==> config.mk <==
export PLATFORM = sky130hd
export DESIGN_NAME = dcache_read_sel
export DESIGN_NICKNAME = d
export VERILOG_FILES = /design/src/source/dcache_pkg.sv /design/src/source/dcache_read_sel.sv
export VERILOG_INCLUDE_DIRS = /design/src /design/src/source
export SDC_FILE = /design/constraint.sdc
export NUM_CORES = 1
export LEC_CHECK = 0
export ABC_AREA = 1
export BUFFER_PORTS_ARGS = -buffer_cell sky130_fd_sc_hd__buf_4
export CAP_MARGIN = 20
export CORE_AREA = 3 3 247 249
export CTS_BUF_LIST = sky130_fd_sc_hd__clkbuf_8
export CTS_CLUSTER_SIZE = 8
export DETAILED_ROUTE_END_ITERATION = 16
export DIE_AREA = 0 0 250 252
export PLACE_DENSITY = 0.39
export SLEW_MARGIN = 10
export SYNTH_ARGS = -nofsm -noshare
export SYNTH_HDL_FRONTEND = slang
export SYNTH_SLANG_ARGS = --single-unit
==> constraint.sdc <==
create_clock -name clk -period 1.2 [get_ports clk]
set_input_delay 0.24 -clock clk [delete_from_list [all_inputs] [get_ports clk]]
set_output_delay 0.24 -clock clk [all_outputs]
set_load 0.01 [all_outputs]
==> src/source/dcache_macros.svh <==
`ifndef DCACHE_MACROS_SVH
`define DCACHE_MACROS_SVH

// cache geometry
// four ways of 16 sets, 64-byte lines
`define DC_WAYS 4
`define DC_SETS 16

// a line is 8 memory beats of 64 bits
`define DC_BEATS 8

// each line is kept as 4 rows of 128 bits
`define DC_ROWS 4

// everything from here up bypasses the cache
`define DC_UNCACHED_BASE 32'h9000_0000

`endif

==> src/source/dcache_pkg.sv <==
`include "dcache_macros.svh"

package dcache_pkg;

	// requester and memory data word, with its byte strobe
	typedef logic [63:0] word_t;
	typedef logic [7:0]  strb_t;

	// one store row and its byte enables
	typedef logic [127:0] row_t;
	typedef logic [15:0]  row_strb_t;

	// address split: tag 31:10, set 9:6, row 5:4, half 3
	typedef logic [21:0] tag_t;
	typedef logic [3:0]  index_t;
	typedef logic [1:0]  row_addr_t;

	// one bit per way
	typedef logic [`DC_WAYS-1:0] way_mask_t;

	typedef enum logic [2:0] {
		st_idle,
		st_refill,
		st_unc_read,
		st_wr_data,
		st_wr_resp
	} ctrl_state_t;

endpackage

==> src/source/dcache_read_sel.sv <==
`timescale 1ns/1ns
`include "dcache_macros.svh"

module dcache_read_sel
	import dcache_pkg::*;
(
	input  logic      clk,
	input  logic      rst,
	input  row_t      row_rdata [`DC_WAYS],
	input  way_mask_t resp_way,
	input  word_t     unc_word,
	input  logic      half,
	output word_t     rdata
);

	logic half_q;
	row_t sel_row;

	// half select follows the row read by one cycle
	always_ff @(posedge clk) begin
		if (rst) begin
			half_q <= 1'b0;
		end else begin
			half_q <= half;
		end
	end

	// mask is one-hot on a hit, so an or over the ways picks the row
	always_comb begin
		sel_row = '0;
		for (int w = 0; w < `DC_WAYS; w++) begin
			if (resp_way[w]) begin
				sel_row = sel_row | row_rdata[w];
			end
		end
	end

	// empty mask means the word came straight from memory
	assign rdata = (resp_way == '0) ? unc_word :
		(half_q ? sel_row[127:64] : sel_row[63:0]);

endmodule

# Word level (Yosys, flattened, before mapping)
# Index checks and enable logic that the tools add are counted.
[word_totals]
regBits = 1
out_inout_bits = 64
[classes]
n_mux = 6
bitwise_logic = 3
n_reduce_logical = 1
[op_table]
columns = ["cell", "count"]
rows = [
  ["2-to-1 mux 128 bit", 4],
  ["bitwise OR 128 bit", 3],
  ["2-to-1 mux 64 bit", 2],
  ["logical NOT 4 bit", 1],
]

# Depth between registers and ports, before layout
# Gate-level depths: netlist of run 1.
[logic_depth]
depth_word = 9
depth_mapped = 8
depth_no_buf = 6

# Least setup slack after synthesis of run 1
# No wires, ideal clock.
[synth_path]
path_kind = "flip-flop to output port"
from = "register half_q"
to = "output port rdata[61]"
arrival_time_ns = 0.975
t_required_ns = 0.960
path_slack_ns = -0.015
path_stages_with_launch = 7
path_buffers = 2
path_cell_list = "dfxtp_1 buf_2 buf_1 a21oi_1 nand3_1 nand2_1 nand2_1"
[synth_via]
elab_chain_cells = 2
[synth_rtl]
columns = ["element", "line", "rtl"]
rows = [
  ["start, declared", "dcache_read_sel.sv:16", "logic half_q;"],
  ["start signal, assigned", "dcache_read_sel.sv:24", "half_q <= half;"],
  ["2-to-1 mux 64 bit", "dcache_read_sel.sv:40", "(half_q ? sel_row[127:64] : sel_row[63:0]);"],
  ["2-to-1 mux 64 bit", "dcache_read_sel.sv:39", "assign rdata = (resp_way == '0) ? unc_word :"],
  ["end, declared", "dcache_read_sel.sv:13", "output word_t rdata"],
]
# No other way between the ends.

# Worst setup path in the final report of run 1
[layout_path]
from = "input port resp_way[2]"
to = "output port rdata[24]"
[layout_via]
elab_chain_cells = 5
[layout_rtl]
columns = ["element", "line", "rtl"]
rows = [
  ["start, declared", "dcache_read_sel.sv:10", "input way_mask_t resp_way,"],
  ["2-to-1 mux 128 bit", "dcache_read_sel.sv:32", "if (resp_way[w]) begin"],
  ["bitwise OR 128 bit", "dcache_read_sel.sv:33", "sel_row = sel_row | row_rdata[w];"],
  ["2-to-1 mux 128 bit", "dcache_read_sel.sv:32", ""],
  ["2-to-1 mux 64 bit", "dcache_read_sel.sv:40", ""],
  ["2-to-1 mux 64 bit (*)", "dcache_read_sel.sv:39", ""],
]
# Mark *: on every way between the ends. The rest lies on a longest branch, timed or not.

==> impl_metrics.json, run 1 <==
{
  "outcome": "complete, but fails checks",
  "violations": "setup timing",
  "vias_per_cell": 3.88,
  "biggestRegsByFlops": "half_q x1",
  "drc_errors": 0,
  "synth.avg_cell_area_um2": 4.20,
  "track_usage_pct": 15.3,
  "place_hpwl_um": 39600,
  "grt_pass1_wl_um": 71900,
  "mostFrequentLayoutCells": "673 x buf_4, 655 x nand2_1, 90 x nand3_1",
  "final.fill_count": 6807,
  "grt_pass1_vias": 10800,
  "fin_crit_ns": 1.62,
  "syn-num-nets": 1729,
  "grt_start_max_net_pins": 37,
  "worstPathRequired_ns": 0.96,
  "worstPathArrival_ns": 1.38,
  "muxShareOfSynthArea_pct": 0,
  "die_area_um2": 63000,
  "regMostFlops": "half_q",
  "drv_cap": 0,
  "start_util_pct": 8.17,
  "mostFrequentLayoutCell": "buf_4",
  "fin_crit_sh_pct": 135,
  "p_sw_share_pct": 44.9,
  "synth_compound_area_share_pct": 13.3,
  "setup.worst_path.end_class": "output pin",
  "yosys.area.top_type": "nand2_1",
  "p_int_uw": 2780,
  "setup_viol": 64,
  "maxSlewViolCount": 0,
  "syn_inst": 1146,
  "ys_types": 13,
  "holdWs_ns": 0.394,
  "power.density_nw_per_um2": 389,
  "ys_ff_latch": 1,
  "pwr-share-seq_pct": 0.8,
  "switching_power_uw": 2260,
  "power_frac_comb_pct": 99.2,
  "min_path_type": "in -> reg",
  "largest_register_ffs": 1,
  "grt_antenna_before_repair": 4,
  "antenna_left": 0,
  "place.gp.congestion": 0.915,
  "netlist.area_leader.share_pct": 54.4,
  "row_count": 89,
  "core_um2": 58900,
  "fin_ws_ns": -0.423,
  "nets": 2431,
  "worst-path-max-fanout": 7,
  "crit_chain": "buf_12, buf_16, buf_4, buf_4, nand2_1, nand2_1, o21ai_0, nand3_2, buf_6",
  "slowest_delay_ns": 0.21,
  "ir_drop_mv": 0.196,
  "synth_top_family_by_area": "simple AND/OR/NAND/NOR gates",
  "dr.pass1.iters": 5,
  "final_cell_area_um2": 12900,
  "ys_seq_area_share_pct": 0.416,
  "finalHoldViolCount": 0,
  "ys_warn_count": 0,
  "vias": 10200,
  "hold_buffers": 0,
  "synth_area_um2": 4810,
  "drive_above_1_share_pct": 49.9,
  "die_w_um": 250,
  "rsz0062_at_grt": "yes",
  "tightest_slew_ns": 0.317,
  "critPathSlowestCell": "o21ai_0",
  "synthSimpleGateAreaFrac_pct": 71.7,
  "relSlewSlack_pct": 78.9,
  "synth_xor_xnor_area_share_pct": 0,
  "syn_to_final_growth_pct": 169,
  "io_buffers": 646,
  "synth.area.top_cells": "nand2_1 54%, nand3_1 17%, a21oi_1 7.3%, buf_2 6.9%, o21ai_0 6.0%",
  "die_h_um": 252,
  "wl_per_cell_um": 19.8,
  "num_io_pins": 647,
  "clk_pin_slew_ns": 0,
  "power_leakage_uw": 0.00703,
  "start_kind": "input port",
  "fin_setup_tns_ns": -23.54,
  "path_class": "in -> out",
  "postRouteWirelength_um": 52000,
  "gr-total-overflow": 0,
  "clockPowerShare_pct": 0,
  "fmax_mhz": 616,
  "synthAdderAreaFrac_pct": 0,
  "drt_iter0_drc": 426,
  "dpl_cell_area_um2": 11300
}
-- power by group through the flow --
stage / clock (uW) / sequential (uW) / combinational [uW]
after floorplan: 0 / 36.6 / 1400
after global placement: 0 / 42.2 / 4200
after detailed placement: 0 / 42.3 / 4200
after CTS: 0 / 41.0 / 4910
after global routing: 0 / 41.0 / 5410
final: 0.000223 / 40.3 / 4990
-- Yosys cell counts --
cell / count
buf_2: 66
a21oi_1: 70
clkbuf_1: 6
o21ai_0: 58
nor2_1: 1
inv_1: 71
buf_6: 6
buf_1: 3
nor2_2: 2
nand2_1: 698
inv_2: 1
dfxtp_1: 1
nand3_1: 163
-- through the flow --
step / worst slack [ns] / total power, uW / util [%] / cells
after floorplan: 0.00693 / 1430 / - / 1146
after global placement: -0.601 / 4240 / 19.1 / 2590
after detailed placement: -0.542 / 4240 / 19.1 / 2590
after CTS: -0.427 / 4950 / 21.4 / 2618
after global routing: -0.464 / 5450 / 21.9 / 2619
final: -0.423 / 5030 / 21.9 / 2621
-- repair_timing --
| item | 4_1_cts | 5_1_grt |
|---|---|---|
| pin swaps | 59 | 37 |
| setup buffers | 17 | 0 |
| endpoints found under the setup margin | 64 | 64 |
| resized for setup | 211 | 90 |
| cloned | 14 | 2 |
-- path summary, 6_finish.rpt --
| path | startpoint | endpoint | slack, ns | cells after the start |
|---|---|---|---|---|
| max | resp_way[2] | rdata[24] | -0.42 | 9 |
| min | rst | half_q | 0.39 | 2 |
-- logic make-up (layout without fill, tap and decap cells) --
group,after synthesis,in the layout
compound gates,128,128
buf+inv,153,853
simple gates,864,864
other cells,0,2
flops,1,1
-- metal layers --
metal | wire length, um | up-vias | track usage [%]
met5 | 0 | - | 0
met1 | 21700 | 4661 | 18.9
met3 | 3070 | 54 | 2.12
met2 | 26100 | 453 | 28.2
li1 | - | 5005 | -
met4 | 1210 | 0 | 2.92
-- worst max-delay path, delay by kind of cell --
| family | cells | cell delay (ns) |
|---|---|---|
| AOI/OAI and AO/OA | 1 | 0.21 |
| buffers and inverters | 5 | 0.68 |
| and+or+nand+nor | 3 | 0.22 |
-- area by class of cell --
type / count / area [um2] / area share (%)
Sequential cell: 1 / 23.8 / 0.184
Tap cell: 773 / 967 / 7.48
Timing Repair Buffer: 781 / 6880 / 53.2
Antenna cell: 2 / 5.00 / 0.0387
Multi-Input combinational cell: 992 / 4780 / 37.0
Inverter: 72 / 270 / 2.09
(Power assumes the default switching activity.)
==> run 2: changes to the inputs <==
HOLD_SLACK_MARGIN = 0.1   (was unset)
PLACE_DENSITY = unset   (was 0.39)
PLACE_DENSITY_LB_ADDON = 0.12   (was unset)
==> run 2 against run 1 <==
The flow still finishes with violations (setup timing). Routed wire length grew 13%. Critical path depth shrank 1. Maximum frequency grew 6.2%. Core utilization grew 3.7 points. Largest cell class unchanged. Largest power group unchanged. Highest routed layer unchanged.
==> impl_metrics.json, run 2 (synthesis results as in run 1) <==
{
  "outcome": "complete, but fails checks",
  "violations": "setup timing",
  "busiest_layer": "met2",
  "io_buffers": 646,
  "fin_ws_ns": -0.329,
  "largest_register_ffs": 1,
  "core_um2": 58900,
  "setup.worst_path.end_class": "output pin",
  "worst-path-max-fanout": 8,
  "mostFrequentLayoutCells": "634 x buf_4, 569 x nand2_1, 112 x nand2_2",
  "fin_setup_tns_ns": -16.60,
  "worstPathRequired_ns": 0.96,
  "start_kind": "input port",
  "worstPathArrival_ns": 1.29,
  "clk_pin_slew_ns": 0,
  "fmax_mhz": 654,
  "tightest_slew_ns": 0.252,
  "finalHoldViolCount": 0,
  "power.density_nw_per_um2": 393,
  "post-place-cells": 2587,
  "final.fill_count": 6714,
  "row_count": 89,
  "track_usage_pct": 16.4,
  "fin_crit_ns": 1.53,
  "grt_pass1_vias": 10900,
  "biggestRegsByFlops": "half_q x1",
  "crit_chain": "buf_16, nor2_4, buf_12, buf_12, buf_12, nand3_2, nand3_2, buf_6",
  "min_path_type": "in -> reg",
  "drc_errors": 0,
  "syn_to_final_growth_pct": 213,
  "postRouteWirelength_um": 58900,
  "nets": 2469,
  "drt_iter0_drc": 420,
  "power_leakage_uw": 0.00777,
  "relSlewSlack_pct": 83.2,
  "worst_path_dominant_cell_family": "buffers and inverters",
  "die_area_um2": 63000,
  "grt_antenna_before_repair": 4,
  "crit_buf_inv": 5,
  "drive_above_1_share_pct": 61.1,
  "holdWs_ns": 0.428,
  "final_util_pct": 25.6,
  "regMostFlops": "half_q",
  "die_w_um": 250,
  "gr-total-overflow": 0,
  "slowest_delay_ns": 0.20,
  "drv_cap": 0,
  "antenna_left": 0,
  "hold_buffers": 0,
  "worst_path_most_repeated_cell": "buf_12",
  "grt_start_max_net_pins": 25,
  "vias": 10500,
  "fin_crit_sh_pct": 127,
  "num_io_pins": 647,
  "wl_per_cell_um": 22.1,
  "die_h_um": 252,
  "holdPathStages": 2,
  "place_hpwl_um": 40900,
  "maxSlewViolCount": 0,
  "multi_input_area_um2": 5660,
  "seq_area_um2": 23.8,
  "start_util_pct": 8.17,
  "dpl_cell_area_um2": 11400,
  "mostFrequentLayoutCell": "buf_4",
  "path_class": "in -> out",
  "stdcell_count": 2661,
  "hold_start": "rst",
  "met3_usage_pct": 2.81,
  "dr.pass1.iters": 6,
  "min_to": "half_q",
  "place.gp.congestion": 0.931,
  "critPathSlowestCell": "buf_12",
  "grt_util_met1_pct": 19.8,
  "final_cell_area_um2": 15100,
  "ir_drop_mv": 0.130,
  "setup_viol": 64,
  "rsz0062_at_grt": "yes",
  "grtUsageMet2_pct": 30.9,
  "vias_per_cell": 3.93,
  "grt_pass1_wl_um": 76400
}
[run 2: timing repair]
| item | 4_1_cts | 5_1_grt |
|---|---|---|
| gates resized for setup | 356 | 259 |
| pin swaps | 91 | 93 |
| setup buffers | 20 | 7 |
| cloned | 30 | 16 |
| endpoints found under the setup margin | 64 | 64 |
[run 2: area by class of cell]
cell class                      instances  share of cell area (%)
Sequential cell                         1                   0.158
Multi-Input combinational cell        992                    37.5
Timing Repair Buffer                  819                    54.0
Antenna cell                            4                  0.0664
Tap cell                              773                    6.41
Inverter                               72                    1.84
[run 2: per-layer routing]
layer  part of all wire (%)  vias to the layer above  routed length [um]
li1                       -                     5117                   -
met1                     40                     4922               23700
met2                     53                      384               31100
met3                    5.7                       32                3370
met4                    1.2                        0                 697
met5                      0                        -                   0
[run 2: power by group]
group | internal, uW | leakage, uW | switching [uW]
Clock | 0.000448 | 0.0000000254 | 0
Combinational | 3260 | 0.00776 | 2620
Sequential | 34.9 | 0.00000891 | 4.52
[run 2: through the flow]
stage	total power [uW]	worst slack, ns
finish	5930	-0.329
floorplan	1430	0.00693
CTS	5380	-0.325
global placement	4260	-0.645
global route	6370	-0.394
detailed placement	4240	-0.712
[run 2: how the worst max path moves through the flow]
stage	from	end	slack, ns	cells after the start
finish	resp_way[0]	rdata[42]	-0.33	8
global route	resp_way[0]	rdata[42]	-0.39	8
CTS	resp_way[1]	rdata[41]	-0.33	11
detailed placement	resp_way[3]	rdata[62]	-0.71	8
global placement	resp_way[3]	rdata[62]	-0.65	8
floorplan	half_q	rdata[43]	0.007	6
==> run 3: changes to the inputs <==
CELL_PAD_IN_SITES_DETAIL_PLACEMENT = 0   (was unset)
CELL_PAD_IN_SITES_GLOBAL_PLACEMENT = 2   (was unset)
CORE_AREA = 3 3 251 253   (was 3 3 247 249)
DIE_AREA = 0 0 254 256   (was 0 0 250 252)
==> run 3 against run 2 <==
Via count decreased by 5.0%. Final area decreased by 12%. Flip-flop and latch count unchanged. Power decreased by 15%. Setup slack got worse by 0.066 ns. Highest routed layer is now met5. Largest power group unchanged. The run still ends with setup timing left. Critical path depth increased by 1. Cell count decreased by 0.75%. Sequential share of layout area about the same. First-iteration DRC count decreased by 20%. Hold slack got worse by 0.041 ns. Combinational power decreased by 15%.
==> impl_metrics.json, run 3 (synthesis results as in run 1) <==
{
  "fin_crit_sh_pct": 133,
  "row_count": 91,
  "finalHoldViolCount": 0,
  "place_hpwl_um": 46000,
  "postRouteWirelength_um": 57000,
  "grt_start_max_net_pins": 35,
  "fmax_mhz": 627,
  "setup.worst_path.end_class": "output pin",
  "num_io_pins": 647,
  "relSlewSlack_pct": 80.4,
  "place.gp.congestion": 0.824,
  "min_path_type": "in -> reg",
  "core_um2": 61300,
  "final_util_pct": 21.6,
  "fin_ws_ns": -0.395,
  "mostFrequentLayoutCells": "650 x nand2_1, 643 x buf_4, 85 x nand3_1",
  "fin_crit_ns": 1.60,
  "nets": 2430,
  "start_util_pct": 7.86,
  "post-place-cells": 2597,
  "clk_pin_slew_ns": 0,
  "power_frac_comb_pct": 99.2,
  "holdWs_ns": 0.388,
  "die_h_um": 256,
  "die_w_um": 254,
  "drc_errors": 0,
  "final.fill_count": 7174,
  "drv_cap": 0,
  "path_class": "in -> out",
  "switching_power_uw": 2240,
  "min_to": "half_q",
  "gr-total-overflow": 0,
  "drive_above_1_share_pct": 50.8,
  "violations": "setup timing",
  "start_kind": "input port",
  "holdPathStages": 2,
  "worstPathArrival_ns": 1.36,
  "dr.pass1.iters": 5,
  "die_area_um2": 65000,
  "outcome": "complete, but fails checks",
  "worst-path-max-fanout": 8,
  "io_buffers": 646,
  "regMostFlops": "half_q",
  "grt_pass1_vias": 10500,
  "antenna_left": 0,
  "stdcell_count": 2641,
  "grt_antenna_before_repair": 11,
  "p_int_uw": 2820,
  "syn_to_final_growth_pct": 175,
  "setup_viol": 64,
  "drt_iter0_drc": 337,
  "biggestRegsByFlops": "half_q x1",
  "pwr-share-seq_pct": 0.8,
  "wl_per_cell_um": 21.6,
  "largest_register_ffs": 1,
  "mostFrequentLayoutCell": "nand2_1",
  "hold_start": "rst",
  "p_sw_share_pct": 44.2,
  "grt_pass1_wl_um": 75900,
  "track_usage_pct": 16.1,
  "clockPowerShare_pct": 0,
  "ir_drop_mv": 0.136,
  "maxSlewViolCount": 0,
  "fin_setup_tns_ns": -21.05,
  "power_leakage_uw": 0.00714,
  "vias": 9934,
  "tightest_slew_ns": 0.294,
  "power.density_nw_per_um2": 382,
  "worstPathRequired_ns": 0.96,
  "vias_per_cell": 3.76,
  "rsz0062_at_grt": "yes"
}
==> run 3: cell types whose count changed in the layout (fill, tap and decap cells not counted), moves of 10 or more <==
cell       previous run  this run
a21oi_1              19        66
nand3_4              32        16
o21ai_0               1        12
inv_2                13         0
a21oi_2              43         3
nand2_1             569       650
buf_6                79        67
buf_16               39        13
nand3_2              74        62
clkbuf_16            16         5
nand2_2             112        41
nand3_1              57        85
inv_1                58        70
nand2_4              17         7
==> run 3: worst max-delay path: stages <==
cell and delay [ns]:
buf_16 0.13, buf_8 0.13, nor2_4 0.11, buf_12 0.15, buf_12 0.12, buf_12 0.13, nand3_2 0.11, nand3_2 0.09
buf_4 0.11
==> run 3: repair_timing <==
item / in CTS / in global routing
hold buffers: 0 / 0
pin swaps: 62 / 27
setup buffers: 20 / 8
gates resized for setup: 225 / 122
gates cloned: 9 / 6
setup endpoints to repair: 64 / 64
==> run 3: per-layer routing <==
layer	vias to the layer above	routed length [um]	share of wire, %	track usage, %
met5	-	41	0.072	0
met4	6	842	1.5	2.72
met3	38	4170	7.3	4.26
met2	359	29900	53	30.7
met1	4529	22000	39	17.7
li1	5002	-	-	-
==> run 3: per-stage QoR <==
stage	total power (uW)	cell area, um2	setup slack (ns)
finish	5060	13200	-0.395
global route	5530	13200	-0.437
CTS	4910	12600	-0.422
detailed placement	4320	11400	-0.613
global placement	4360	11400	-0.640
floorplan	1430	4820	0.00693
==> run 3: worst max-delay path by stage <==
| stage | from | end | slack (ns) | cells past startpoint |
|---|---|---|---|---|
| 2_1_floorplan | half_q | rdata[43] | 0.007 | 6 |
| 5_1_grt | resp_way[1] | rdata[1] | -0.44 | 9 |
| 4_1_cts | resp_way[0] | rdata[60] | -0.42 | 8 |
| 3_5_place_dp | resp_way[3] | rdata[62] | -0.61 | 8 |
| 3_3_place_gp | resp_way[3] | rdata[62] | -0.64 | 8 |
| 6_report | resp_way[3] | rdata[63] | -0.40 | 9 |
==> run 3: power groups by stage <==
stage / Sequential, uW / Combinational, uW / Clock [uW]
2_1_floorplan: 36.6 / 1400 / 0
3_3_place_gp: 40.5 / 4320 / 0
3_5_place_dp: 40.2 / 4280 / 0
4_1_cts: 40.8 / 4870 / 0
5_1_grt: 42.1 / 5480 / 0.000559
6_report: 41.3 / 5020 / 0.000672
==> run 3: layout make-up <==
cell class                      count  area (um2)  area share (%)
Antenna cell                        6        15.0           0.113
Inverter                           72         280            2.12
Multi-Input combinational cell    992        4880            36.8
Sequential cell                     1        23.8           0.179
Tap cell                          790         988            7.46
Timing Repair Buffer              780        7060            53.3
