**src/source/dcache_macros.svh**
```systemverilog
`ifndef DCACHE_MACROS_SVH
`define DCACHE_MACROS_SVH

// cache geometry
// four ways of 16 sets, 64-byte lines
`define DC_WAYS 4
`define DC_SETS 16

// a line is 8 memory beats of 64 bits
`define DC_BEATS 8

// each line is kept as 4 rows of 128 bits
`define DC_ROWS 4

// everything from here up bypasses the cache
`define DC_UNCACHED_BASE 32'h9000_0000

`endif

```
**src/source/dcache_pkg.sv**
```systemverilog
`include "dcache_macros.svh"

package dcache_pkg;

	// requester and memory data word, with its byte strobe
	typedef logic [63:0] word_t;
	typedef logic [7:0]  strb_t;

	// one store row and its byte enables
	typedef logic [127:0] row_t;
	typedef logic [15:0]  row_strb_t;

	// address split: tag 31:10, set 9:6, row 5:4, half 3
	typedef logic [21:0] tag_t;
	typedef logic [3:0]  index_t;
	typedef logic [1:0]  row_addr_t;

	// one bit per way
	typedef logic [`DC_WAYS-1:0] way_mask_t;

	typedef enum logic [2:0] {
		st_idle,
		st_refill,
		st_unc_read,
		st_wr_data,
		st_wr_resp
	} ctrl_state_t;

endpackage

```
**src/source/dcache_ctrl.sv**
```systemverilog
`timescale 1ns/1ns
`include "dcache_macros.svh"

module dcache_ctrl
	import dcache_pkg::*;
(
	input  logic        clk,
	input  logic        rst,
	input  logic        valid,
	input  logic        wren,
	input  logic [31:0] addr,
	input  word_t       wdata,
	input  strb_t       strb,
	input  way_mask_t   way_hit,
	input  logic        ar_ready,
	input  word_t       r_data,
	input  logic        r_valid,
	input  logic        r_last,
	input  logic        aw_ready,
	input  logic        w_ready,
	input  logic        b_valid,
	output logic        ready,
	output logic [31:0] ar_addr,
	output logic [7:0]  ar_len,
	output logic        ar_valid,
	output logic [31:0] aw_addr,
	output logic        aw_valid,
	output word_t       w_data,
	output strb_t       w_strb,
	output logic        w_valid,
	output way_mask_t   way_sel,
	output logic        fill,
	output row_addr_t   row_addr,
	output row_strb_t   row_wen,
	output row_t        row_wdata,
	output way_mask_t   resp_way,
	output word_t       unc_word
);

	localparam int BEAT_W = $clog2(`DC_BEATS);
	localparam int PTR_W  = $clog2(`DC_WAYS);

	ctrl_state_t      state;
	logic [BEAT_W-1:0] beat_cnt;
	logic [PTR_W-1:0]  rr_ptr;
	logic              cached;
	logic              req;
	logic              any_hit;
	logic              rd_hit;
	way_mask_t         victim;

	assign cached = addr < `DC_UNCACHED_BASE;
	// nothing is taken while ready is up
	assign req     = valid && !ready && (state == st_idle);
	assign any_hit = cached && (way_hit != '0);
	assign rd_hit  = req && !wren && any_hit;
	// round-robin victim, stable for the whole refill
	assign victim  = way_mask_t'(1) << rr_ptr;

	always_comb begin
		// read miss or uncached read, address held until taken
		ar_valid = req && !wren && !any_hit;
		ar_addr  = cached ? {addr[31:6], 6'b0} : {addr[31:3], 3'b0};
		ar_len   = cached ? 8'(`DC_BEATS - 1) : 8'd0;
		// every write goes through to memory
		aw_valid = req && wren;
		aw_addr  = addr;
		w_valid  = (state == st_wr_data);
		w_data   = wdata;
		w_strb   = strb;
		way_sel   = '0;
		fill      = 1'b0;
		row_addr  = addr[5:4];
		row_wen   = '0;
		row_wdata = {wdata, wdata};
		case (state)
			st_idle: begin
				// write hit updates the row when the address is taken
				if (aw_valid && aw_ready && any_hit) begin
					way_sel = way_hit;
					row_wen = addr[3] ? {strb, 8'h00} : {8'h00, strb};
				end
			end
			st_refill: begin
				// even beats fill the low half, odd beats the high half
				row_addr  = beat_cnt[BEAT_W-1:1];
				row_wdata = {r_data, r_data};
				if (r_valid) begin
					way_sel = victim;
					row_wen = beat_cnt[0] ? 16'hff00 : 16'h00ff;
					fill    = r_last;
				end
			end
			default: begin
			end
		endcase
	end

	always_ff @(posedge clk) begin
		if (rst) begin
			state    <= st_idle;
			ready    <= 1'b0;
			resp_way <= '0;
			beat_cnt <= '0;
			rr_ptr   <= '0;
		end else begin
			// ready is a single-cycle pulse
			ready    <= 1'b0;
			resp_way <= '0;
			case (state)
				st_idle: begin
					beat_cnt <= '0;
					if (rd_hit) begin
						ready    <= 1'b1;
						resp_way <= way_hit;
					end else if (ar_valid && ar_ready) begin
						state <= cached ? st_refill : st_unc_read;
					end else if (aw_valid && aw_ready) begin
						state <= st_wr_data;
					end
				end
				st_refill: begin
					if (r_valid) begin
						beat_cnt <= beat_cnt + 1'b1;
						// line complete, the retried lookup will hit
						if (r_last) begin
							rr_ptr <= rr_ptr + 1'b1;
							state  <= st_idle;
						end
					end
				end
				st_unc_read: begin
					if (r_valid) begin
						ready <= 1'b1;
						state <= st_idle;
					end
				end
				st_wr_data: begin
					if (w_ready) begin
						state <= st_wr_resp;
					end
				end
				st_wr_resp: begin
					if (b_valid) begin
						ready <= 1'b1;
						state <= st_idle;
					end
				end
				default: state <= st_idle;
			endcase
		end
	end

	// the single uncached beat, held for the read selector
	always_ff @(posedge clk) begin
		if ((state == st_unc_read) && r_valid) begin
			unc_word <= r_data;
		end
	end

endmodule

```
**config.mk**
```make
export PLATFORM = sky130hd
export DESIGN_NAME = dcache_ctrl
export DESIGN_NICKNAME = d
export VERILOG_FILES = /design/src/source/dcache_pkg.sv /design/src/source/dcache_ctrl.sv
export VERILOG_INCLUDE_DIRS = /design/src /design/src/source
export SDC_FILE = /design/constraint.sdc
export NUM_CORES = 1
export LEC_CHECK = 0
export BUFFER_PORTS_ARGS = -buffer_cell sky130_fd_sc_hd__buf_2
export CORE_AREA = 2 2 216 218
export DETAILED_ROUTE_END_ITERATION = 16
export DIE_AREA = 0 0 218 220
export SETUP_SLACK_MARGIN = 0.02
export SYNTH_ARGS = -nofsm -noshare
export SYNTH_HDL_FRONTEND = slang
export SYNTH_SLANG_ARGS = --single-unit
```
**constraint.sdc**
```tcl
create_clock -name clk -period 6.7 [get_ports clk]
set_input_delay 0.67 -clock clk [delete_from_list [all_inputs] [get_ports clk]]
set_output_delay 0.67 -clock clk [all_outputs]
set_load 0.1 [all_outputs]
```
---- Word-level counts from Yosys, hierarchy flattened ----
Cells that the tools add are included.
cells by class
  add/subtract/negate cells ............... 2
  order comparisons ....................... 1
  eq/ne operators ......................... 11
  shifts and indexed selects .............. 1
  muxes and demuxes ....................... 30
  bitwise gates (word level) .............. 2
  reductions and logical operators ........ 21
operators by type and width
  operator                number
  $mux W128               1
  $mux W16                4
  $lt A32 B32 Y1 const B  1
  $pmux W16 S2            1
  $mux W3                 10
  $pmux W3 S5             1
  $ne A2 B2 Y1 const B    6
  $logic_and A1 B1 Y1     11
  $mux W4                 2
  $pmux W4 S2             1
  $reduce_and A7 Y1       1
  $eq A3 B2 Y1 const B    2
  $mux W6                 1
  $pmux W3 S2             1
  $mux W1                 5
  $mux W2                 2
  $reduce_bool A4 Y1      1
  $shl A1 B2 Y4 const A   1
  $add A3 B1 Y3 const B   1
  $eq A3 B1 Y1 const B    1
  $eq A3 B3 Y1 const B    1
  $logic_not A1 Y1        3
  $logic_not A3 Y1        1
  $ne A3 B1 Y1 const B    1
  7 further kinds         8
word-level totals
  register bits after elaboration ......... 77
  input port bits ......................... 182
  output and inout bits ................... 367
  word-level logic and storage cells ...... 74

---- Logic depth before layout (Yosys ltp) ----
Gate-level depths: netlist of the first run.
  word-level depth ........................ 9
  depth in mapped cells ................... 8
  depth with buffers taken out ............ 6

---- Least setup slack after synthesis of the first run ----
No wires, ideal clock.
  kind .................................... input-to-reg
  start point ............................. input port r_valid
  end point ............................... register unc_word[0], enable pin
  setup time .............................. 0.565 ns
  data arrival time ....................... 5.376 ns
  setup slack ............................. 0.759 ns
  stages on the path ...................... 3
  cell sequence ........................... clkbuf_1 -> nand2_1 -> nor3_1
between the ends
  cells in the longest elaborated chain, start to end .. 1
RTL lines
  item                  line                RTL
  from (decl)           dcache_ctrl.sv:17   input logic r_valid,
  $logic_and A1 B1 Y1   dcache_ctrl.sv:156  if ((state == st_unc_read) && r_valid) begin
  to (signal assigned)  dcache_ctrl.sv:157  unc_word <= r_data;
  to (decl)             dcache_ctrl.sv:37   output word_t unc_word
Every way passes these cells.
A chain may end at the register's enable or synchronous reset.

---- Worst setup path after layout of the first run ----
  start point ............................. register state[1]
  end point ............................... output port row_wen[4]
between the ends
  cells in the longest elaborated chain, start to end .. 7
RTL lines
  item                              line                                  RTL
  from (decl)                       dcache_ctrl.sv:43                     ctrl_state_t state;
  from (signal assigned)            dcache_ctrl.sv:101                    state <= st_idle;
  from (signal assigned)            dcache_ctrl.sv:117                    state <= cached ? st_refill : st_unc_read;
  from (signal assigned)            dcache_ctrl.sv:119                    state <= st_wr_data;
  $logic_not A3 Y1                  dcache_ctrl.sv:54, dcache_ctrl.sv:76
  $logic_and A1 B1 Y1               dcache_ctrl.sv:54                     assign req = valid && !ready && (state == st_idle);
  $logic_and A1 B1 Y1               dcache_ctrl.sv:66                     aw_valid = req && wren;
  $logic_and A1 B1 Y1 (2 in a row)  dcache_ctrl.sv:79                     if (aw_valid && aw_ready && any_hit) begin
  $mux W16                          dcache_ctrl.sv:79
  $pmux W16 S2 (*)                  dcache_ctrl.sv:76                     case (state)
  to (decl)                         dcache_ctrl.sv:34                     output row_strb_t row_wen,
Mark *: on every way between the ends. The rest lies on a longest branch, timed or not.

==> run_results.csv, run 1 <==
group,metric,value,unit
pwr,p_per_area,500,nW/µm²
floorplanning,die_x,218,µm
clocking,tritoncts,"yes",
sta,max_slew_margin,0.563,
critical_path,required,6030,ps
clocking,numClockSinks,77,
critical_path,slowest_stage,"nor2b_1",
clocking,clk_pin_slew,70,ps
cells_and_area,nFillCells,5153,
global_route,grt_pass1_vias,3724,
synth,synth.largest_area_cell,"edfxtp_1",
synth,synth_top_family_by_area,"buffers and inverters",
sta,fin_crit,3690,ps
sta,skew,14.1,ps
synth,synth_edf_count,64,
cells_and_area,drive_gt1_frac,0.763,
clocking,post_cts_buffers,0,
synth,yosys_warnings,0,
synth,avgSynthCellArea,11.2,µm²
route,drtPass1Iterations,4,
route,vias,4272,
global_route,antenna_found_initial,2,
global_route,grt.total_usage,0.0819,
cells_and_area,area_growth,35.2,%
critical_path,critPathCaptureType,"output port",
route,drcViolationCount,0,
synth,synthMuxAreaShare,0.150,
global_route,grt_max_degree,50,
cells_and_area,num_antenna_cells,0,
floorplanning,fp-row-count,79,
global_route,grt_first_pass_wirelength,26500,µm
sta,worst_slack,3010,ps
synth,synthAdderAreaFrac,0.0119,
global_route,grt-ovfl-total,0,
floorplanning,ioPinCount,549,
pwr,power.leakage,3.44,nW
synth,synth-compound-area-share,0.0527,
sta,slew_violations,0,
sta,hold_viol_final,0,
route,antenna_left,0,
sta,tns,0,ps
critical_path,start_kind,"register",
synth,ys_top_cells_by_count,"buf_4, mux2_2, edfxtp_1",
placement,io_buffers,468,
clocking,clockBufferDepth,2,
floorplanning,die_area,48000,µm²
sta,worst_slew_pin_slew,655,ps
pwr,irDropWorstVdd,0.000298,V
synth,ys_types,43,
cells_and_area,finalNetCount,924,
critical_path,path_cells,"nor4_4 > and3_2 > and3_1 > nor2b_1 > a21o_1 > buf_2",
critical_path,cpPeakStageDelay,540,ps
sta,rsz0062_at_grt,"no",
synth,synthSimpleGateAreaFrac,0.0562,
clocking,clk_latency,370,ps
synth,synthXorXnorAreaFrac,0.00166,
synth,synth_flop_cell,"edfxtp_1",
synth,synth_top_area_share,0.364,
clocking,cts_buffers,9,
synth,syn_area,5270,µm²
critical_path,worstPathArrival,3020,ps
route,drt_iter0_drc,109,
sta,whs,489,ps
route,wl_per_cell,15.9,µm
synth,yosysMostFrequentCell,"buf_4",
floorplanning,initial_core_util,0.115,
floorplanning,die_h,220,µm
clocking,holdBufCountCts,0,
sta,setup_viol,0,
sta,period_share,0.550,
floorplanning,core,45900,µm²
hold_path,hold_path.class,"input pin to register",
route,drt-total-wl,21400,µm
synth,syn_inst,469,
placement,dp_hpwl,18400,µm
run_status,status,"complete, no violations",
synth,ys_seq_elements,77,
critical_path,crit_type,"register to output port",
synth,async_flop_share,0,
synth,synth.area.top_cells,"edfxtp_1, buf_4, mux2_2, dfxtp_1, a21o_1",
clocking,clock-root-buffer,"clkbuf_16",
sta,max_freq,271,MHz
placement,gp_congestion,0.855,
synth,seq_area_frac_synth,0.414,
critical_path,cp_max_fo,14,
clocking,htreeDepth,3,
route,vias_per_cell,3.17,
run,maxCapViolations,0,
placement,dpl_worst_slack,2950,ps
clocking,cts_resized,0,
[cell usage in the layout, fill, tap and decap left out, drive strengths merged, types with 8 or more instances in the layout]
cell / instances
mux2: 67
dfxtp: 13
nand2: 11
clkbuf: 9
conb: 8
edfxtp: 64
nor2: 11
a21o: 17
and2: 9
buf: 473
[power by group]
part	leakage (nW)	switching (mW)	internal (mW)
Combinational	2.60	2.08	0.322
Sequential	0.687	0.0287	0.592
Clock	0.153	0.218	0.324
Total	3.44	2.33	1.24
[critical path: cells and delay by family, from the launching register on]
family                 cells  cell delay (ps)
flip-flops                 1              460
AO/OA/AOI/OAI              1              190
AND/OR/NAND/NOR            4             1520
buffers and inverters      1              450
[layout make-up]
cell class              instances  area (µm²)  share of cell area
multi-input cells             172        1480               0.207
clock buffers                   9         225              0.0316
clock inverters                 7        90.1              0.0126
inverters                       4        15.0             0.00211
flip-flops and latches         77        2180               0.306
well taps                     607         759               0.107
repair buffers                473        2380               0.334
[per-stage QoR]
step	total power, mW	instances	cell area [µm²]	utilization
CTS	3.62	1349	7130	0.155
floorplan	2.97	476	5300	-
detailed placement	3.04	1333	6810	0.149
global placement	3.05	1333	6810	0.149
finish	3.57	1349	7130	0.155
global route	3.69	1349	7130	0.155
[registers in the layout, summed over array words and instances, names as in the netlist]
| name | cells |
|---|---|
| state | 3 |
| beat_cnt | 3 |
| resp_way | 4 |
| ready | 1 |
| rr_ptr | 2 |
| unc_word | 64 |
[path summary, 6_finish.rpt]
check | startpoint | to | slack [ps] | cells past startpoint
worst max-delay path | state[1]$_SDFFE_PP0P_ | row_wen[4] | 3010 | 6
worst max register to register | state[1]$_SDFFE_PP0P_ | unc_word[5]$_DFFE_PP_ | 4390 | 4
worst min-delay path | r_data[63] | unc_word[63]$_DFFE_PP_ | 490 | 1
worst min register to register | rr_ptr[1]$_SDFFE_PP0P_ | rr_ptr[1]$_SDFFE_PP0P_ | 570 | 2
[cells by family (layout without fill, tap and decap cells)]
logic type / count (synthesis) / count (layout)
buffers and inverters: 227 / 493
DFF: 77 / 77
muxes: 70 / 70
and+or+nand+nor: 52 / 52
AOI/OAI and AO/OA: 36 / 36
adders and majority gates: 5 / 5
other: 1 / 8
xor gates and xnor gates: 1 / 1
[layer usage]
| metal | share of wire | up-vias | track usage |
|---|---|---|---|
| li1 | - | 1932 | - |
| met1 | 0.37 | 1982 | 0.0845 |
| met2 | 0.52 | 307 | 0.150 |
| met3 | 0.078 | 51 | 0.0243 |
| met4 | 0.035 | 0 | 0.0420 |
| met5 | 0 | - | 0 |
(Power assumes the default switching activity.)
==> inputs of run 2 (changes only) <==
CORE_AREA = 2 2 212 214   (was 2 2 216 218)
DIE_AREA = 0 0 214 216   (was 0 0 218 220)
clock period = 3.02 ns   (was 6.7 ns; I/O delays follow)
==> run_results.csv, run 2 (synthesized netlist as in run 1, its figures left out) <==
group,metric,value,unit
clocking,clock-root-buffer,"clkbuf_16",
sta,period_share,0.915,
global_route,grt_use_met1,0.0941,
clocking,numClockSinks,77,
sta,skew,9.41,ps
pwr,p_per_area,1070,nW/µm²
cells_and_area,area_growth,41.3,%
route,vias_per_cell,3.23,
route,vias,4339,
placement,dp_hpwl,19400,µm
floorplanning,fp-row-count,77,
critical_path,start_kind,"register",
placement,gp_congestion,0.931,
global_route,grt_max_degree,46,
cells_and_area,layout_commonest_cell,"buf_2",
clocking,clockBufferDepth,2,
clocking,clk_latency,370,ps
cells_and_area,top_regs,"unc_word x64, resp_way x4",
global_route,antenna_found_initial,4,
sta,rsz0062_at_grt,"no",
cells_and_area,drive_gt1_frac,0.787,
global_route,grt_util_met3,0.0255,
cells_and_area,top_register,"unc_word",
sta,slew_violations,0,
critical_path,critPathCaptureType,"output port",
pwr,power.leakage,3.46,nW
global_route,globalRoute.busiestLayer,"met2",
floorplanning,ioPinCount,549,
global_route,grt-ovfl-total,0,
route,drt-total-wl,22500,µm
sta,tns,0,ps
sta,max_slew_margin,0.625,
floorplanning,die_x,214,µm
floorplanning,die_h,216,µm
critical_path,required,2720,ps
floorplanning,core,43800,µm²
run_status,status,"complete, no violations",
cells_and_area,largest_reg_flops,64,
route,antenna_left,0,
sta,max_freq,362,MHz
cells_and_area,layout_common_cells,"buf_2, mux2_2, edfxtp_1",
global_route,grt_first_pass_wirelength,29900,µm
clocking,holdBufCountCts,0,
route,wl_per_cell,16.7,µm
pwr,irDropWorstVdd,0.000418,V
route,drtPass1Iterations,4,
placement,io_buffers,468,
sta,fin_crit,2760,ps
cells_and_area,finalNetCount,929,
pwr,power.total,7.99,mW
critical_path,cp_max_fo,14,
global_route,grt.total_usage,0.0934,
clocking,clk_pin_slew,60,ps
critical_path,r2r_setup_slack,900,ps
sta,worst_slew_pin_slew,566,ps
clocking,cts_buffers,9,
hold_path,hold_path.class,"input pin to register",
global_route,grtUsageMet2,0.166,
route,drt_iter0_drc,106,
critical_path,crit_type,"register to output port",
sta,hold_viol_final,0,
clocking,tritoncts,"yes",
run,maxCapViolations,0,
critical_path,worstPathArrival,2460,ps
global_route,grt_pass1_vias,4196,
sta,setup_viol,0,
floorplanning,die_area,46200,µm²
route,drcViolationCount,0,
floorplanning,initial_core_util,0.120,
clocking,htreeDepth,3,
[run 2: cell count changes in the layout (fill, tap and decap cells not counted), moves of 3 or more]
cell / change
buf_12: +20
a21o_1: -16
a21o_2: +16
buf_2: -16
diode_2: +3
[run 2: area by class of cell]
cell class | count | area (µm²)
timing repair buffer | 478 | 2710
inverter | 4 | 15.0
antenna | 3 | 7.51
multi-input combinational | 172 | 1510
fill | 4838 | 36400
tap | 592 | 741
sequential | 77 | 2180
clock buffer | 11 | 233
clock inverter | 5 | 51.3
[run 2: timing repair]
item,CTS,global route
endpoints found under the setup margin,76,54
gates resized for setup,1,2
buffers inserted,0,3
pin swaps,0,0
[run 2: worst paths after layout]
kind	from	depth (start not counted)	endpoint
worst max-delay path	state[1]$_SDFFE_PP0P_	7	row_wen[4]
worst max register to register	state[1]$_SDFFE_PP0P_	5	state[1]$_SDFFE_PP0P_
worst min-delay path	r_data[53]	1	unc_word[53]$_DFFE_PP_
worst min register to register	rr_ptr[1]$_SDFFE_PP0P_	2	rr_ptr[1]$_SDFFE_PP0P_
[run 2: power breakdown]
part / internal [mW] / switching [mW] / total [mW]
Sequential: 1.31 / 0.0709 / 1.39
Combinational: 0.832 / 4.66 / 5.49
Clock: 0.635 / 0.476 / 1.11
Total: 2.78 / 5.21 / 7.99
[run 2: worst max-delay path, stage by stage, from the launching register on]
cell and delay [ps]:
dfxtp_1 480, nor4_4 390, and3_2 230, and3_1 290
nor2b_1 160, buf_4 170, a21o_2 180, buf_12 180
[run 2: metrics by stage]
step                       util  area [µm²]  hold slack (ps)  setup slack [ps]  std cells
final                     0.170        7450              117               256       1342
after global routing      0.170        7450             90.4              75.2       1342
after CTS                 0.169        7400             70.4              29.0       1336
after detailed placement  0.162        7120              493               377       1320
after global placement    0.162        7120              494               432       1320
after floorplan               -        5340              401              35.6        476
[run 2: routing by layer]
metal  wire (µm)  share of wire
met2       11700           0.52
met5           0              0
met3        1550          0.069
met1        8050           0.36
met4        1180          0.053
==> inputs of run 3 (changes only) <==
CTS_BUF_LIST = sky130_fd_sc_hd__clkbuf_8   (was unset)
==> run_results.csv, run 3 (synthesized netlist as in run 1, its figures left out) <==
group,metric,value,unit
run_status,status,"complete, no violations",
cells_and_area,layout_common_cells,"buf_2, mux2_2, edfxtp_1",
critical_path,r2r_start,"state[2]$_SDFFE_PP0P_",
hold_path,worst_hold_startpoint,"r_data[49]",
sta,skew,12.9,ps
pwr,p_per_area,1040,nW/µm²
sta,max_freq,349,MHz
clocking,clk_pin_slew,90,ps
floorplanning,core,43800,µm²
pwr,power.leakage,3.43,nW
floorplanning,fp-row-count,77,
placement,gp_congestion,0.931,
critical_path,worstPathArrival,2560,ps
critical_path,r2r_setup_slack,960,ps
global_route,antenna_found_initial,4,
floorplanning,ioPinCount,549,
placement,dp_hpwl,19400,µm
critical_path,start_kind,"register",
route,wl_per_cell,16.8,µm
sta,worst_slew_pin_slew,565,ps
global_route,grt.total_usage,0.0938,
global_route,grt_first_pass_wirelength,30100,µm
sta,setup_viol,0,
clocking,numClockSinks,77,
clocking,clk_latency,410,ps
route,antenna_left,0,
cells_and_area,layout_commonest_cell,"buf_2",
critical_path,worstRegToRegCells,5,
route,vias,4349,
cells_and_area,top_register,"unc_word",
critical_path,regToRegEndpoint,"state[1]$_SDFFE_PP0P_",
placement,io_buffers,468,
critical_path,critPathCaptureType,"output port",
pwr,irDropWorstVdd,0.000418,V
floorplanning,die_area,46200,µm²
hold_path,hold_path_depth,1,
global_route,grt-ovfl-total,0,
clocking,tritoncts,"yes",
sta,period_share,0.948,
sta,hold_viol_final,0,
critical_path,required,2720,ps
sta,max_slew_margin,0.626,
global_route,grt_max_degree,46,
route,drcViolationCount,0,
floorplanning,initial_core_util,0.120,
pwr,power.total,7.67,mW
sta,rsz0062_at_grt,"no",
floorplanning,die_h,216,µm
sta,slew_violations,0,
clocking,cts_buffers,9,
clocking,clock-root-buffer,"clkbuf_8",
route,drtPass1Iterations,4,
cells_and_area,area_growth,39.4,%
global_route,grt_pass1_vias,4231,
cells_and_area,finalNetCount,930,
critical_path,cp_max_fo,39,
clocking,htreeDepth,3,
critical_path,crit_type,"register to output port",
route,drt-total-wl,22600,µm
cells_and_area,largest_reg_flops,64,
sta,fin_crit,2860,ps
hold_path,hold_path.class,"input pin to register",
cells_and_area,top_regs,"unc_word x64, resp_way x4",
sta,tns,0,ps
floorplanning,die_x,214,µm
hold_path,holdPathEnd,"unc_word[49]$_DFFE_PP_",
run,maxCapViolations,0,
route,vias_per_cell,3.24,
route,drt_iter0_drc,109,
cells_and_area,drive_gt1_frac,0.783,
clocking,clockBufferDepth,2,
## run 3: cell types whose count changed in the layout (fill, tap and decap cells not counted), sizes merged
cell         change
buf              -2
clkbuf           -2
dlygate4sd3      +3
inv              +2
## run 3: power by group
group	switching, mW	internal (mW)
Combinational	4.66	0.817
Sequential	0.0710	1.31
Clock	0.439	0.370
Total	5.17	2.50
## run 3: critical path, cell delays in order (launching register included)
cell and delay (ps):
dfxtp_1 640, and2b_2 310, nor2b_4 160, buf_12 180, mux2_2 340, buf_2 440
## run 3: layer usage
metal  share of wire  routed length [µm]  up-vias  GRT usage
met3           0.068                1530       71     0.0255
met4           0.052                1180        0     0.0690
li1                -                   -     1954          -
met2            0.52               11800      289      0.166
met5               0                   0        -          0
met1            0.36                8130     2035     0.0947
## run 3: stage by stage
stage	hold slack [ps]	area (µm²)	setup WS [ps]	instances	utilization
2_1_floorplan	401	5340	35.6	476	-
3_3_place_gp	494	7120	432	1320	0.162
3_5_place_dp	493	7120	377	1320	0.162
4_1_cts	0.752	7340	87.0	1340	0.167
5_1_grt	22.1	7350	49.8	1343	0.168
6_report	73.8	7350	157	1343	0.168
## run 3: final cells by class
| class | instances | area, µm² |
|---|---|---|
| antenna | 3 | 7.51 |
| clock buffer | 9 | 124 |
| clock inverter | 7 | 58.8 |
| fill | 4844 | 36500 |
| inverter | 4 | 15.0 |
| multi-input combinational | 172 | 1510 |
| sequential | 77 | 2180 |
| tap | 592 | 741 |
| timing repair buffer | 479 | 2710 |
## run 3: how the worst max path moves through the flow
| stage | slack (ps) | endpoint | depth (start not counted) | start |
|---|---|---|---|---|
| 3_3_place_gp | 430 | row_wdata[30] | 5 | state[0]$_SDFFE_PP0P_ |
| 2_1_floorplan | 40 | way_sel[0] | 5 | ready$_SDFF_PP0_ |
| 4_1_cts | 90 | row_wdata[30] | 5 | state[2]$_SDFFE_PP0P_ |
| 6_report | 160 | row_wdata[30] | 5 | state[2]$_SDFFE_PP0P_ |
| 3_5_place_dp | 380 | row_wdata[100] | 5 | state[0]$_SDFFE_PP0P_ |
| 5_1_grt | 50 | row_wdata[30] | 5 | state[2]$_SDFFE_PP0P_ |
## run 3: repair_timing
action,CTS,global route
pin swaps,0,0
setup buffers,1,0
hold buffers,3,0
endpoints found under the setup margin,130,3
resized for setup,2,1
hold endpoints to repair,3,0
